[src/logic/chp_freelist_pkg.sv]
package chp_freelist_pkg;

  ////////////////////////////////////////////////////////////////////////////
  // freelist geometry
  ////////////////////////////////////////////////////////////////////////////

  parameter int NUM_BANKS_DFLT  = 8;                // banks in the freelist
  parameter int BANK_DEPTH_DFLT = 16;               // flids held per bank

  parameter int BANK_W = 3;                         // bank index, upper flid bits
  parameter int OFFS_W = 4;                         // offset inside a bank
  parameter int FLID_W = BANK_W + OFFS_W;

  // a flid is {bank, offset}
  typedef logic [FLID_W-1:0] chp_flid_t;

  // push payload, even parity bit on top so the xor over all bits is zero
  typedef logic [FLID_W:0] chp_flid_par_t;

  ////////////////////////////////////////////////////////////////////////////
  // pipeline and credit control
  ////////////////////////////////////////////////////////////////////////////

  parameter int POP_LAT = 3;                        // pop_v to pop_data_v in cycles

  typedef enum logic [1:0] {
    cred_init = 2'd0,                               // load the free count after reset
    cred_idle = 2'd1,                               // nothing to advertise
    cred_run  = 2'd2                                // one credit per cycle
  } chp_cred_state_t;

endpackage

[src/logic/chp_flid_bank.sv]
module chp_flid_bank #(
  parameter int BANK_DEPTH = 16
) (
  input  logic                          hqm_gated_clk,
  input  logic                          hqm_gated_rst_n,
  input  logic                          push,
  input  logic [$clog2(BANK_DEPTH)-1:0] push_offs,
  input  logic                          pop,
  output logic [$clog2(BANK_DEPTH)-1:0] pop_offs,
  output logic                          empty
);

  localparam int OW = $clog2(BANK_DEPTH);
  localparam int CW = $clog2(BANK_DEPTH + 1);

  logic [OW-1:0] stack_q [BANK_DEPTH];
  logic [CW-1:0] cnt_q;                             // number of free offsets held
  logic [OW-1:0] top_idx;
  logic          full;

  assign top_idx  = OW'(cnt_q - 1'b1);
  assign full     = (cnt_q == CW'(BANK_DEPTH));
  assign empty    = (cnt_q == '0);
  assign pop_offs = stack_q[top_idx];               // valid whenever not empty

  ////////////////////////////////////////////////////////////////////////////
  // LIFO of free offsets, starts out holding every offset of the bank
  ////////////////////////////////////////////////////////////////////////////

  always_ff @(posedge hqm_gated_clk or negedge hqm_gated_rst_n) begin
    if (!hqm_gated_rst_n) begin
      cnt_q <= CW'(BANK_DEPTH);
      for (int i = 0; i < BANK_DEPTH; i++) begin
        stack_q[i] <= OW'(i);
      end
    end else begin
      if (push && pop) begin
        stack_q[top_idx] <= push_offs;              // replace top, depth unchanged
      end else if (push && !full) begin
        stack_q[cnt_q[OW-1:0]] <= push_offs;
        cnt_q <= cnt_q + 1'b1;
      end else if (pop && !empty) begin
        cnt_q <= cnt_q - 1'b1;
      end
    end
  end

  // the freelist only pops banks it saw non-empty, and a flid is never
  // returned to a bank that already holds all of its offsets
  a_bank_no_over_under: assert property (
    @(posedge hqm_gated_clk) disable iff (!hqm_gated_rst_n)
    !(push && !pop && full) && !(pop && empty)
  ) else $error("flid bank pushed while full or popped while empty");

endmodule

[src/logic/chp_freelist.sv]
module chp_freelist #(
  parameter int NUM_BANKS  = chp_freelist_pkg::NUM_BANKS_DFLT,
  parameter int BANK_DEPTH = chp_freelist_pkg::BANK_DEPTH_DFLT
) (
  input  logic                            hqm_gated_clk,
  input  logic                            hqm_gated_rst_n,
  input  logic                            pop_v,
  input  logic                            push_v,
  input  chp_freelist_pkg::chp_flid_par_t push_data,
  output logic                            pop_data_v,
  output chp_freelist_pkg::chp_flid_t     pop_data,
  output logic                            err_pop_empty,
  output logic                            err_push_parity,
  output logic                            free_inc,
  output logic                            free_dec,
  output logic                            push_ok,
  output chp_freelist_pkg::chp_flid_t     push_flid
);

  import chp_freelist_pkg::*;

  localparam int BW = $clog2(NUM_BANKS);
  localparam int OW = $clog2(BANK_DEPTH);

  logic                 parity_ok;
  logic [BW-1:0]        push_bank;
  logic [OW-1:0]        push_offs;
  logic [NUM_BANKS-1:0] bank_push;
  logic [NUM_BANKS-1:0] bank_pop;
  logic [NUM_BANKS-1:0] bank_empty;
  logic [OW-1:0]        bank_pop_offs [NUM_BANKS];

  logic                 p0_v_q;                     // request registered in stage 0
  logic                 p1_v_q;                     // stage 1 took a flid
  chp_flid_t            p1_flid_q;
  logic [BW-1:0]        rr_last_q;                  // bank used by the last pop
  logic [BW-1:0]        rr_cand;
  logic [BW-1:0]        sel_bank;
  logic                 sel_found;

  ////////////////////////////////////////////////////////////////////////////
  // push side
  ////////////////////////////////////////////////////////////////////////////

  assign parity_ok = ~^push_data;                   // even parity over flid and bit
  assign push_flid = push_data[FLID_W-1:0];
  assign push_ok   = push_v && parity_ok;
  assign free_inc  = push_ok;
  assign push_bank = push_flid[OW +: BW];
  assign push_offs = push_flid[OW-1:0];

  ////////////////////////////////////////////////////////////////////////////
  // stage 1 picks banks round robin starting after the last bank used
  ////////////////////////////////////////////////////////////////////////////

  always_comb begin
    sel_found = 1'b0;
    sel_bank  = rr_last_q;
    rr_cand   = rr_last_q;
    for (int i = 1; i <= NUM_BANKS; i++) begin
      rr_cand = rr_last_q + BW'(i);                 // wraps through all banks
      if (!sel_found && !bank_empty[rr_cand]) begin
        sel_found = 1'b1;
        sel_bank  = rr_cand;
      end
    end
  end

  assign free_dec = p0_v_q && sel_found;            // pop accepted this cycle

  for (genvar b = 0; b < NUM_BANKS; b++) begin : g_bank
    assign bank_push[b] = push_ok && (push_bank == BW'(b));
    assign bank_pop[b]  = free_dec && (sel_bank == BW'(b));

    chp_flid_bank #(
      .BANK_DEPTH (BANK_DEPTH)
    ) i_chp_flid_bank (
      .hqm_gated_clk   (hqm_gated_clk),
      .hqm_gated_rst_n (hqm_gated_rst_n),
      .push            (bank_push[b]),
      .push_offs       (push_offs),
      .pop             (bank_pop[b]),
      .pop_offs        (bank_pop_offs[b]),
      .empty           (bank_empty[b])
    );
  end

  ////////////////////////////////////////////////////////////////////////////
  // pop pipeline and error flags
  ////////////////////////////////////////////////////////////////////////////

  always_ff @(posedge hqm_gated_clk or negedge hqm_gated_rst_n) begin
    if (!hqm_gated_rst_n) begin
      p0_v_q          <= 1'b0;
      p1_v_q          <= 1'b0;
      rr_last_q       <= '0;
      pop_data_v      <= 1'b0;
      pop_data        <= '0;
      err_pop_empty   <= 1'b0;
      err_push_parity <= 1'b0;
    end else begin
      p0_v_q          <= pop_v;
      p1_v_q          <= free_dec;
      pop_data_v      <= p1_v_q;
      err_pop_empty   <= p0_v_q && !sel_found;      // no bank had a free flid
      err_push_parity <= push_v && !parity_ok;      // bad push is dropped
      if (free_dec) begin
        rr_last_q <= sel_bank;
      end
      if (p1_v_q) begin
        pop_data <= p1_flid_q;
      end
    end
  end

  always_ff @(posedge hqm_gated_clk) begin
    if (free_dec) begin
      p1_flid_q <= chp_flid_t'({sel_bank, bank_pop_offs[sel_bank]});
    end
  end

  // the request that flagged empty must not also return a flid
  a_pop_err_no_data: assert property (
    @(posedge hqm_gated_clk) disable iff (!hqm_gated_rst_n)
    err_pop_empty |=> !pop_data_v
  ) else $error("pop request both flagged empty and returned a flid");

  a_no_pop_empty: assert property (
    @(posedge hqm_gated_clk) disable iff (!hqm_gated_rst_n)
    !err_pop_empty
  ) else $error("pop requested with no free flid, requester ignored credits");

endmodule

[src/logic/chp_freelist_credit.sv]
module chp_freelist_credit #(
  parameter int NUM_FLIDS = chp_freelist_pkg::NUM_BANKS_DFLT *
                            chp_freelist_pkg::BANK_DEPTH_DFLT
) (
  input  logic hqm_gated_clk,
  input  logic hqm_gated_rst_n,
  input  logic free_inc,
  input  logic free_dec,
  output logic credit
);

  import chp_freelist_pkg::*;

  localparam int CW = $clog2(NUM_FLIDS + 1);

  chp_cred_state_t state_q;
  logic [CW-1:0]   cnt_q;                           // free flids not yet advertised
  logic [CW-1:0]   held_q;                          // credits the requester still holds

  ////////////////////////////////////////////////////////////////////////////
  // credit FSM
  ////////////////////////////////////////////////////////////////////////////

  always_ff @(posedge hqm_gated_clk or negedge hqm_gated_rst_n) begin
    if (!hqm_gated_rst_n) begin
      state_q <= cred_init;
      cnt_q   <= '0;
      held_q  <= '0;
      credit  <= 1'b0;
    end else begin
      held_q <= held_q + CW'(credit) - CW'(free_dec);
      case (state_q)
        cred_init: begin
          cnt_q   <= CW'(NUM_FLIDS) + CW'(free_inc);
          credit  <= 1'b0;
          state_q <= cred_run;
        end
        cred_run: begin
          if (cnt_q != '0) begin
            credit <= 1'b1;
            cnt_q  <= cnt_q - 1'b1 + CW'(free_inc);
          end else begin
            credit <= 1'b0;
            if (free_inc) begin
              cnt_q <= cnt_q + 1'b1;                // stay, credit goes out next cycle
            end else begin
              state_q <= cred_idle;
            end
          end
        end
        cred_idle: begin
          credit <= 1'b0;
          if (free_inc) begin
            cnt_q   <= cnt_q + 1'b1;
            state_q <= cred_run;
          end
        end
        default: begin
          credit  <= 1'b0;
          state_q <= cred_init;
        end
      endcase
    end
  end

  // every accepted pop must be backed by a credit handed out earlier
  a_pop_within_credit: assert property (
    @(posedge hqm_gated_clk) disable iff (!hqm_gated_rst_n)
    free_dec |-> (held_q != '0)
  ) else $error("accepted pops exceed the credits issued");

endmodule

[src/logic/chp_freelist_checker.sv]
module chp_freelist_checker #(
  parameter int NUM_BANKS  = chp_freelist_pkg::NUM_BANKS_DFLT,
  parameter int BANK_DEPTH = chp_freelist_pkg::BANK_DEPTH_DFLT
) (
  input  logic                        hqm_gated_clk,
  input  logic                        hqm_gated_rst_n,
  input  logic                        pop_data_v,
  input  chp_freelist_pkg::chp_flid_t pop_data,
  input  logic                        push_ok,
  input  chp_freelist_pkg::chp_flid_t push_flid,
  output logic                        err_push_inactive
);

  localparam int NUM_FLIDS = NUM_BANKS * BANK_DEPTH;

  logic [NUM_FLIDS-1:0] active_q;                   // handed out, not yet returned
  logic [NUM_FLIDS-1:0] active_nxt;
  logic                 inactive_push;

  ////////////////////////////////////////////////////////////////////////////
  // active flid tracking
  ////////////////////////////////////////////////////////////////////////////

  always_comb begin
    active_nxt = active_q;
    if (pop_data_v) begin
      active_nxt[pop_data] = 1'b1;
    end
    if (push_ok) begin
      active_nxt[push_flid] = 1'b0;
    end
    // a good push of a flid nobody holds is a double free
    inactive_push = push_ok && !active_q[push_flid];
  end

  always_ff @(posedge hqm_gated_clk or negedge hqm_gated_rst_n) begin
    if (!hqm_gated_rst_n) begin
      active_q          <= '0;
      err_push_inactive <= 1'b0;
    end else begin
      active_q          <= active_nxt;
      err_push_inactive <= inactive_push;
    end
  end

  a_no_push_inactive: assert property (
    @(posedge hqm_gated_clk) disable iff (!hqm_gated_rst_n)
    !err_push_inactive
  ) else $error("flid pushed back while not active, double free");

  // the freelist must never hand out a flid that is still held
  a_pop_not_active: assert property (
    @(posedge hqm_gated_clk) disable iff (!hqm_gated_rst_n)
    pop_data_v |-> !active_q[pop_data]
  ) else $error("flid popped twice without being returned");

endmodule

[src/logic/chp_freelist_top.sv]
module chp_freelist_top #(
  parameter int NUM_BANKS  = chp_freelist_pkg::NUM_BANKS_DFLT,
  parameter int BANK_DEPTH = chp_freelist_pkg::BANK_DEPTH_DFLT
) (
  input  logic                            hqm_gated_clk,
  input  logic                            hqm_gated_rst_n,
  output logic                            credit,
  input  logic                            pop_v,
  output logic                            pop_data_v,
  output chp_freelist_pkg::chp_flid_t     pop_data,
  input  logic                            push_v,
  input  chp_freelist_pkg::chp_flid_par_t push_data,
  output logic                            err_pop_empty,
  output logic                            err_push_parity,
  output logic                            err_push_inactive
);

  import chp_freelist_pkg::*;

  logic      free_inc;
  logic      free_dec;
  logic      push_ok;
  chp_flid_t push_flid;

  chp_freelist #(
    .NUM_BANKS  (NUM_BANKS),
    .BANK_DEPTH (BANK_DEPTH)
  ) i_chp_freelist (
    .hqm_gated_clk   (hqm_gated_clk),
    .hqm_gated_rst_n (hqm_gated_rst_n),
    .pop_v           (pop_v),
    .push_v          (push_v),
    .push_data       (push_data),
    .pop_data_v      (pop_data_v),
    .pop_data        (pop_data),
    .err_pop_empty   (err_pop_empty),
    .err_push_parity (err_push_parity),
    .free_inc        (free_inc),
    .free_dec        (free_dec),
    .push_ok         (push_ok),
    .push_flid       (push_flid)
  );

  chp_freelist_credit #(
    .NUM_FLIDS (NUM_BANKS * BANK_DEPTH)
  ) i_chp_freelist_credit (
    .hqm_gated_clk   (hqm_gated_clk),
    .hqm_gated_rst_n (hqm_gated_rst_n),
    .free_inc        (free_inc),
    .free_dec        (free_dec),
    .credit          (credit)
  );

  chp_freelist_checker #(
    .NUM_BANKS  (NUM_BANKS),
    .BANK_DEPTH (BANK_DEPTH)
  ) i_chp_freelist_checker (
    .hqm_gated_clk     (hqm_gated_clk),
    .hqm_gated_rst_n   (hqm_gated_rst_n),
    .pop_data_v        (pop_data_v),
    .pop_data          (pop_data),
    .push_ok           (push_ok),
    .push_flid         (push_flid),
    .err_push_inactive (err_push_inactive)
  );

endmodule

[config.mk]
export PLATFORM = sky130hd
export DESIGN_NAME = chp_freelist_top
export DESIGN_NICKNAME = d
export VERILOG_FILES = /design/src/logic/chp_freelist_pkg.sv /design/src/logic/chp_flid_bank.sv /design/src/logic/chp_freelist.sv /design/src/logic/chp_freelist_credit.sv /design/src/logic/chp_freelist_checker.sv /design/src/logic/chp_freelist_top.sv
export SDC_FILE = /design/constraint.sdc
export NUM_CORES = 2
export LEC_CHECK = 0
export ABC_AREA = 1
export BUFFER_PORTS_ARGS = -buffer_cell sky130_fd_sc_hd__buf_2
export CAP_MARGIN = 20
export CORE_MARGIN = 2
export CORE_UTILIZATION = 60
export CTS_CLUSTER_SIZE = 10
export DETAILED_ROUTE_END_ITERATION = 16
export GPL_ROUTABILITY_DRIVEN = 0
export GPL_TIMING_DRIVEN = 0
export PLACE_DENSITY = 0.82
export SLEW_MARGIN = 15
export SYNTH_ARGS = -nofsm -noshare
export SYNTH_HDL_FRONTEND = slang
export SYNTH_SLANG_ARGS = --single-unit
[constraint.sdc]
create_clock -name hqm_gated_clk -period 4.4 [get_ports hqm_gated_clk]
set_input_delay 1.32 -clock hqm_gated_clk [delete_from_list [all_inputs] [get_ports hqm_gated_clk]]
set_output_delay 1.32 -clock hqm_gated_clk [all_outputs]
set_load 0.01 [all_outputs]
======== Word level (Yosys, flattened, before mapping) ========
Cells that the tools add are included.
operators by class
  $add $sub $neg .......................... 27
  magnitude comparators ................... 45
  equality and inequality tests ........... 27
  mux-type cells .......................... 156
  bitwise operators ....................... 28
  reductions and logical operators ........ 141
operators with widths
  kind                                                       count
  bitwise mux 64 bit                                         16
  2-to-1 mux 64 bit                                          16
  demux 4 bit (select 4 bit)                                 16
  2-to-1 mux 128 bit                                         2
  2-to-1 mux 4 bit                                           34
  bitwise AND 128 bit                                        1
  binary-select mux 4 bit (select 4 bit)                     8
  inverter 128 bit                                           1
  bitwise OR 128 bit                                         1
  greater-or-equal comparator 5 bit (second input constant)  16
  < comparator 5 x 1 -> 1 bit (second input constant)        16
  2-to-1 mux 5 bit                                           16
  inverter 4 -> 5 bit                                        16
  logical AND 1 bit                                          70
  adder 5 x 1 -> 5 bit (second input constant)               8
  equality test 5 bit (second input constant)                8
  zero test 5 bit                                            8
  subtractor 5 x 1 -> 5 bit (second input constant)          8
  zero test 1 bit                                            32
  < comparator 3 x 4 -> 1 bit (second input constant)        8
  nonzero test 2 bit                                         16
  binary-select mux 1 bit (select 3 bit)                     8
  equality test 3 bit (second input constant)                8
  2-to-1 mux 3 bit                                           8
  32 further kinds                                           83
storage, ports and cells
  bits in registers ....................... 714
  input bits .............................. 12
  output and inout bits ................... 12
  word-level logic and storage cells ...... 573

======== Longest topological paths before layout ========
  depth in word-level cells ............... 29
  mapped depth ............................ 27
  gate-level depth less buffers ........... 22

======== By module ========
From an unflattened synthesis, not the netlist that was laid out.
unflattened totals
  cell total of the unflattened synthesis .. 6259
  area total of the unflattened synthesis .. 47380.4 µm²
by module, submodules not included
  module                                                        instances  cells an instance  area an instance (µm²)  sequential area each (µm²)
  chp_flid_bank (i_chp_freelist.g_bank[0].i_chp_flid_bank ...)  7          615                4667.0                  1767.9
  chp_freelist_checker                                          1          896                6886.6                  3228.1
  chp_flid_bank (i_chp_freelist.g_bank[7].i_chp_flid_bank)      1          560                4473.0                  1767.9
  chp_freelist                                                  1          353                2373.5                  585.6
  chp_freelist_credit                                           1          145                978.4                   275.3

======== Worst setup path after synthesis ========
OpenSTA, ideal clock, no wires.
  kind .................................... register to register
  from .................................... reg i_chp_freelist.g_bank[2].i_chp_flid_bank.cnt_q[0]
  to ...................................... reg i_chp_freelist.g_bank[3].i_chp_flid_bank.stack_q[20] (netlist name)
  setup time .............................. 119 ps
  arrival time ............................ 3772 ps
  required time ........................... 4281 ps
  path slack .............................. 509 ps
  stages on the path, launching flop included .. 25
  path buffers ............................ 5
  clock period less this slack ............ 3891 ps
  cell sequence ........................... dfrtp_1 inv_1 clkbuf_1 clkbuf_1 clkbuf_1 ha_1 clkbuf_2 nand4_1 nand3_1 nand3_2 nand2_4 nand3_4 inv_2 nand2_1 nor2_2 nand4_1 nand2_1 clkinv_2 a21oi_4 nand3_1 buf_2 nand2_1 nand3_1 nand2_1 nand2_1
on the way
  word-level cells in the longest chain between the ends .. 28
  elaborated cells on any way between the ends .. 59
  classes of those cells .................. eq/ne: 1; mux: 33; reduce/logical: 25
RTL lines
  what                                                                      line                                    RTL
  from (decl)                                                               chp_flid_bank.sv:17                     logic [CW-1:0] cnt_q;
  from (signal assigned)                                                    chp_flid_bank.sv:32                     cnt_q <= CW'(BANK_DEPTH);
  from (signal assigned)                                                    chp_flid_bank.sv:41                     cnt_q <= cnt_q + 1'b1;
  from (signal assigned)                                                    chp_flid_bank.sv:43                     cnt_q <= cnt_q - 1'b1;
  zero test 5 bit *                                                         chp_flid_bank.sv:23                     assign empty = (cnt_q == '0);
  binary-select mux 1 bit (select 3 bit)                                    chp_freelist.sv:62                      if (!sel_found && !bank_empty[rr_cand]) begin
  2-to-1 mux 1 bit (not written as such)                                    chp_freelist.sv:62
  zero test 1 bit                                                           chp_freelist.sv:62
  logical AND 1 bit                                                         chp_freelist.sv:62
  2-to-1 mux 1 bit                                                          chp_freelist.sv:62
  zero test 1 bit                                                           chp_freelist.sv:62
  logical AND 1 bit                                                         chp_freelist.sv:62
  (+12 left out)                                                            n/a
  2-to-1 mux 1 bit                                                          chp_freelist.sv:62
  zero test 1 bit                                                           chp_freelist.sv:62
  logical AND 1 bit                                                         chp_freelist.sv:62
  2-to-1 mux 3 bit / 2-to-1 mux 1 bit (equally long branches)               chp_freelist.sv:62
  equality test 3 x 2 -> 1 bit / logical AND 1 bit (equally long branches)  chp_freelist.sv:73, chp_freelist.sv:69
  logical AND 1 bit *                                                       chp_freelist.sv:73                      assign bank_pop[b] = free_dec && (sel_bank == BW'(b));
  logical AND 1 bit *                                                       chp_flid_bank.sv:37                     if (push && pop) begin
  2-to-1 mux 64 bit / nonzero test 2 bit (equally long branches)            n/a
  to (signal, indexed assignment)                                           chp_flid_bank.sv:34                     stack_q[i] <= OW'(i);
  to (signal, indexed assignment)                                           chp_flid_bank.sv:38                     stack_q[top_idx] <= push_offs;
  to (signal, indexed assignment)                                           chp_flid_bank.sv:40                     stack_q[cnt_q[OW-1:0]] <= push_offs;
  to (decl)                                                                 chp_flid_bank.sv:16                     logic [OW-1:0] stack_q [BANK_DEPTH];
Every way passes the cells marked *; elsewhere a longest branch is shown, timed or not. The select of a mux whose other input is x is not followed.
A chain may end at the register's enable or synchronous reset.

======== Final worst setup path ========
  from .................................... in push_data[1]
  to ...................................... reg i_chp_freelist_checker.err_push_inactive
on the way
  word-level cells in the longest chain between the ends .. 4
  elaborated cells on any way between the ends .. 6
  classes of those cells .................. mux: 2; reduce/logical: 4
RTL lines
  what                                            line                        RTL
  from (decl)                                     chp_freelist_top.sv:12      input chp_freelist_pkg::chp_flid_par_t push_data,
  binary-select mux 1 bit (select 7 bit)          chp_freelist_checker.sv:33  inactive_push = push_ok && !active_q[push_flid];
  2-to-1 mux 1 bit (not written as such)          chp_freelist_checker.sv:33
  zero test 1 bit                                 chp_freelist_checker.sv:33
  logical AND 1 bit *                             chp_freelist_checker.sv:33
  named net i_chp_freelist_checker.inactive_push  chp_freelist_checker.sv:18  logic inactive_push;
  to (signal assigned)                            chp_freelist_checker.sv:42  err_push_inactive <= inactive_push;
  to (decl)                                       chp_freelist_checker.sv:11  output logic err_push_inactive
The timed path passes the listed nets; every way through them passes the cells marked *. The select of a mux whose other input is x is not followed.

==> results.sh <==
export IMPL_outcome="finished, violations left"
export IMPL_violations="setup timing"
export IMPL_power_switching_fraction_pct=47.4
export IMPL_dr_pass1_iters=10
export IMPL_final_common_cell="nand2_1"
export IMPL_p_per_area_nw_per_um2=767
export IMPL_path_class="input pin to register"
export IMPL_grt_overflow=0
export IMPL_synth_area_leader_cell="dfrtp_1"
export IMPL_hold_buffers=0
export IMPL_cts_tree="built"
export IMPL_grt_max_degree=110
export IMPL_wirelength_um=131000
export IMPL_async_flop_share_pct=99.0
export IMPL_final_hold_viol_count=0
export IMPL_io_pins=24
export IMPL_die_h_um=262
export IMPL_seqPwrFrac_pct=30.9
export IMPL_max_vdd_ir_drop_v=0.000670
export IMPL_synth_top_area_share_pct=27.8
export IMPL_fill_cells=5322
export IMPL_use_met1_pct=50.7
export IMPL_synth_ff_type="dfrtp_1"
export IMPL_ys_ff_latch=714
export IMPL_synth_cell_type_count=62
export IMPL_fmax_mhz=225
export IMPL_fin_crit_ns=4.45
export IMPL_groute_usage_overall_pct=37.5
export IMPL_clock_sinks=714
export IMPL_placementRows=94
export IMPL_die_area_um2=68600
export IMPL_root_buffer="clkbuf_16"
export IMPL_yosysWarnings=0
export IMPL_route_vias_total=39870
export IMPL_required_ns=4.93
export IMPL_power_internal_mw=17.9
export IMPL_synth_edf_count=7
export IMPL_initial_utilization_pct=60.6
export IMPL_dpl_hpwl_um=88900
export IMPL_p_switching_mw=16.1
export IMPL_ant_nets=0
export IMPL_seq_area_um2=18200
export IMPL_drc=0
export IMPL_detail_route_wl_per_cell_um=20.9
export IMPL_finClkSkew_ns=0.0318
export IMPL_arrival_ns=4.99
export IMPL_setup_slack_ns=-0.0539
export IMPL_clkTransAtPathRegs_ns=0.06
export IMPL_synth_area_leaders="dfrtp_1, dfstp_2, nand2_1"
export IMPL_htreeDepth=3
export IMPL_core_um2=65900
export IMPL_grt_pass1_vias=36422
export IMPL_period_share_pct=101
export IMPL_start_kind="input pin"
export IMPL_use_met2_pct=56.1
export IMPL_setup_viol=1
export IMPL_drive_gt1_share_pct=12.5
export IMPL_post_route_util_pct=67.2
export IMPL_multi_input_area_um2=19900
export IMPL_slew_violations=0
export IMPL_seq_area_frac_synth_pct=45.7
export IMPL_comb_power_share_pct=49.6
export IMPL_clock_path_buffers=3
export IMPL_power_frac_clock_pct=19.5
export IMPL_area_growth_pct=10.9
export IMPL_drtIter0Drc=6434
export IMPL_syn_nets=5278
export IMPL_synthCells=5201
export IMPL_antenna_found_initial=2
export IMPL_io_buffers=18
export IMPL_clk_latency_ns=0.67
export IMPL_end_kind="register"
export IMPL_dieWidth_um=262
export IMPL_met3_usage_pct=8.95
export IMPL_max_slew_margin_pct=16.7
export IMPL_tightest_slew_ns=1.25
export IMPL_drv_cap=0
export IMPL_cp_max_fo=10
export IMPL_min_delay_path_class="register to register"
export IMPL_synth_area_um2=39900
export IMPL_fin_tns_setup_ns=-0.0539
export IMPL_final_cell_mix="nand2_1, nand3_1, nor2_1, dfrtp_1, o21ai_0"
export IMPL_cts_buffers=84
export IMPL_avgSynthCellArea_um2=7.67
export IMPL_final_nets=5401
export IMPL_total_leakage_power_nw=20.5
export IMPL_grt_first_pass_wirelength_um=202000
export IMPL_busiest_layer="met2"
export IMPL_viasPerCell=6.38
[worst paths after layout]
path	startpoint	end	slack [ns]	cells after the start
worst min-delay path	register	register	0.46	2
min in group asynchronous	hqm_gated_rst_n	async pin	0.63	1
worst max-delay path	push_data[1]	i_chp_freelist_checker.err_push_inactive	-0.05	13
max in group asynchronous	hqm_gated_rst_n	async pin	1.99	4
worst max register to register	register	register	0.15	23
worst min register to register	register	register	0.46	2
[power groups by stage]
stage | clock, mW | combinational [mW] | sequential, mW
2_1_floorplan | 0 | 11.1 | 9.96
3_3_place_gp | 0 | 15.2 | 10.4
3_5_place_dp | 0 | 15.6 | 10.4
4_1_cts | 6.63 | 15.7 | 10.4
5_1_grt | 6.89 | 18.2 | 10.6
6_report | 6.63 | 16.8 | 10.5
[through the flow]
step | cells | instance area, µm² | power (mW) | setup WS (ns) | hold WS (ns)
2_1_floorplan | 5201 | 39900 | 21.0 | 0.509 | 0.412
3_3_place_gp | 6083 | 41100 | 25.6 | -12.61 | 0.440
3_5_place_dp | 6092 | 41300 | 26.0 | -1.14 | 0.451
4_1_cts | 6233 | 43900 | 32.7 | 0.0119 | 0.460
5_1_grt | 6251 | 44300 | 35.7 | -0.00102 | 0.470
6_report | 6251 | 44300 | 33.9 | -0.0539 | 0.460
[timing repair]
item                       4_1_cts  5_1_grt
pin swaps                        3       15
resized for setup               23       64
setup endpoints to repair      580      559
gates cloned                     0        0
setup buffers                    4       21
[logic make-up after synthesis]
kind of cell	after synthesis	synth area share, %
buffers and inverters	475	4.84
and+or+nand+nor	2976	32.7
AOI/OAI and AO/OA	904	13.3
muxes	5	0.125
adders and majority gates	65	2.04
xor gates and xnor gates	62	1.38
DFF	714	45.7
[metal layers]
layer / part of all wire [%] / vias up / wire length (µm)
met4: 6.4 / 2 / 8380
met3: 12 / 668 / 15800
li1: - / 17795 / -
met1: 39 / 18625 / 50300
met2: 43 / 2780 / 56100
met5: 0.0092 / - / 12
[synth_stat cells (13+ instances only)]
library cell / number
a22o_1: 22
nor2_1: 470
nand2_1: 1609
a21oi_1: 300
o21ai_0: 316
ha_1: 65
nand2_2: 55
clkinv_1: 17
dfrtp_1: 443
buf_1: 21
nand3_1: 591
clkbuf_1: 165
dfstp_2: 264
nand4_1: 91
nand3b_1: 16
xor2_1: 43
o22ai_1: 25
nor3_1: 46
nor2_4: 13
xnor2_1: 18
nand4_2: 15
a22oi_1: 61
nand2_4: 14
o32ai_1: 88
inv_1: 213
buf_2: 25
o21ai_1: 51
[registers in the layout, indices dropped and copies added (netlist names)]
name / cells
i_chp_freelist_checker.active_q: 128
i_chp_freelist.err_push_parity: 1
i_chp_freelist.p0_v_q: 1
i_chp_freelist.rr_last_q: 3
i_chp_freelist.err_pop_empty: 1
i_chp_freelist_credit.cnt_q: 8
i_chp_freelist.pop_data: 7
i_chp_freelist_credit.credit: 1
i_chp_freelist.p1_v_q: 1
i_chp_freelist.g_bank.i_chp_flid_bank.cnt_q: 40
i_chp_freelist.p1_flid_q: 7
i_chp_freelist_checker.err_push_inactive: 1
i_chp_freelist.g_bank.i_chp_flid_bank.stack_q: 512
i_chp_freelist.pop_data_v: 1
i_chp_freelist_credit.state_q: 2
[cell type report]
cell class | count | share of cell area (%)
clock inverter | 11 | 0.413
inverter | 243 | 2.14
tap | 864 | 2.44
antenna | 1 | 0.00565
timing repair buffer | 53 | 1.21
multi-input combinational | 4012 | 45.0
buffer | 216 | 2.24
sequential | 714 | 41.2
clock buffer | 137 | 5.31
[worst max-delay path: stages]
cell and delay (ns):
buf_2 0.39, clkinv_1 0.60, nor2_1 0.31, inv_1 0.10
nor2_1 0.60, clkbuf_1 0.75, a22oi_1 0.22, o2111ai_1 0.18
a221oi_1 0.14, nor2_1 0.12, nor2_1 0.07, nand2_1 0.10
nor3_1 0.07
Note: power is estimated with default switching activity, not from simulation.
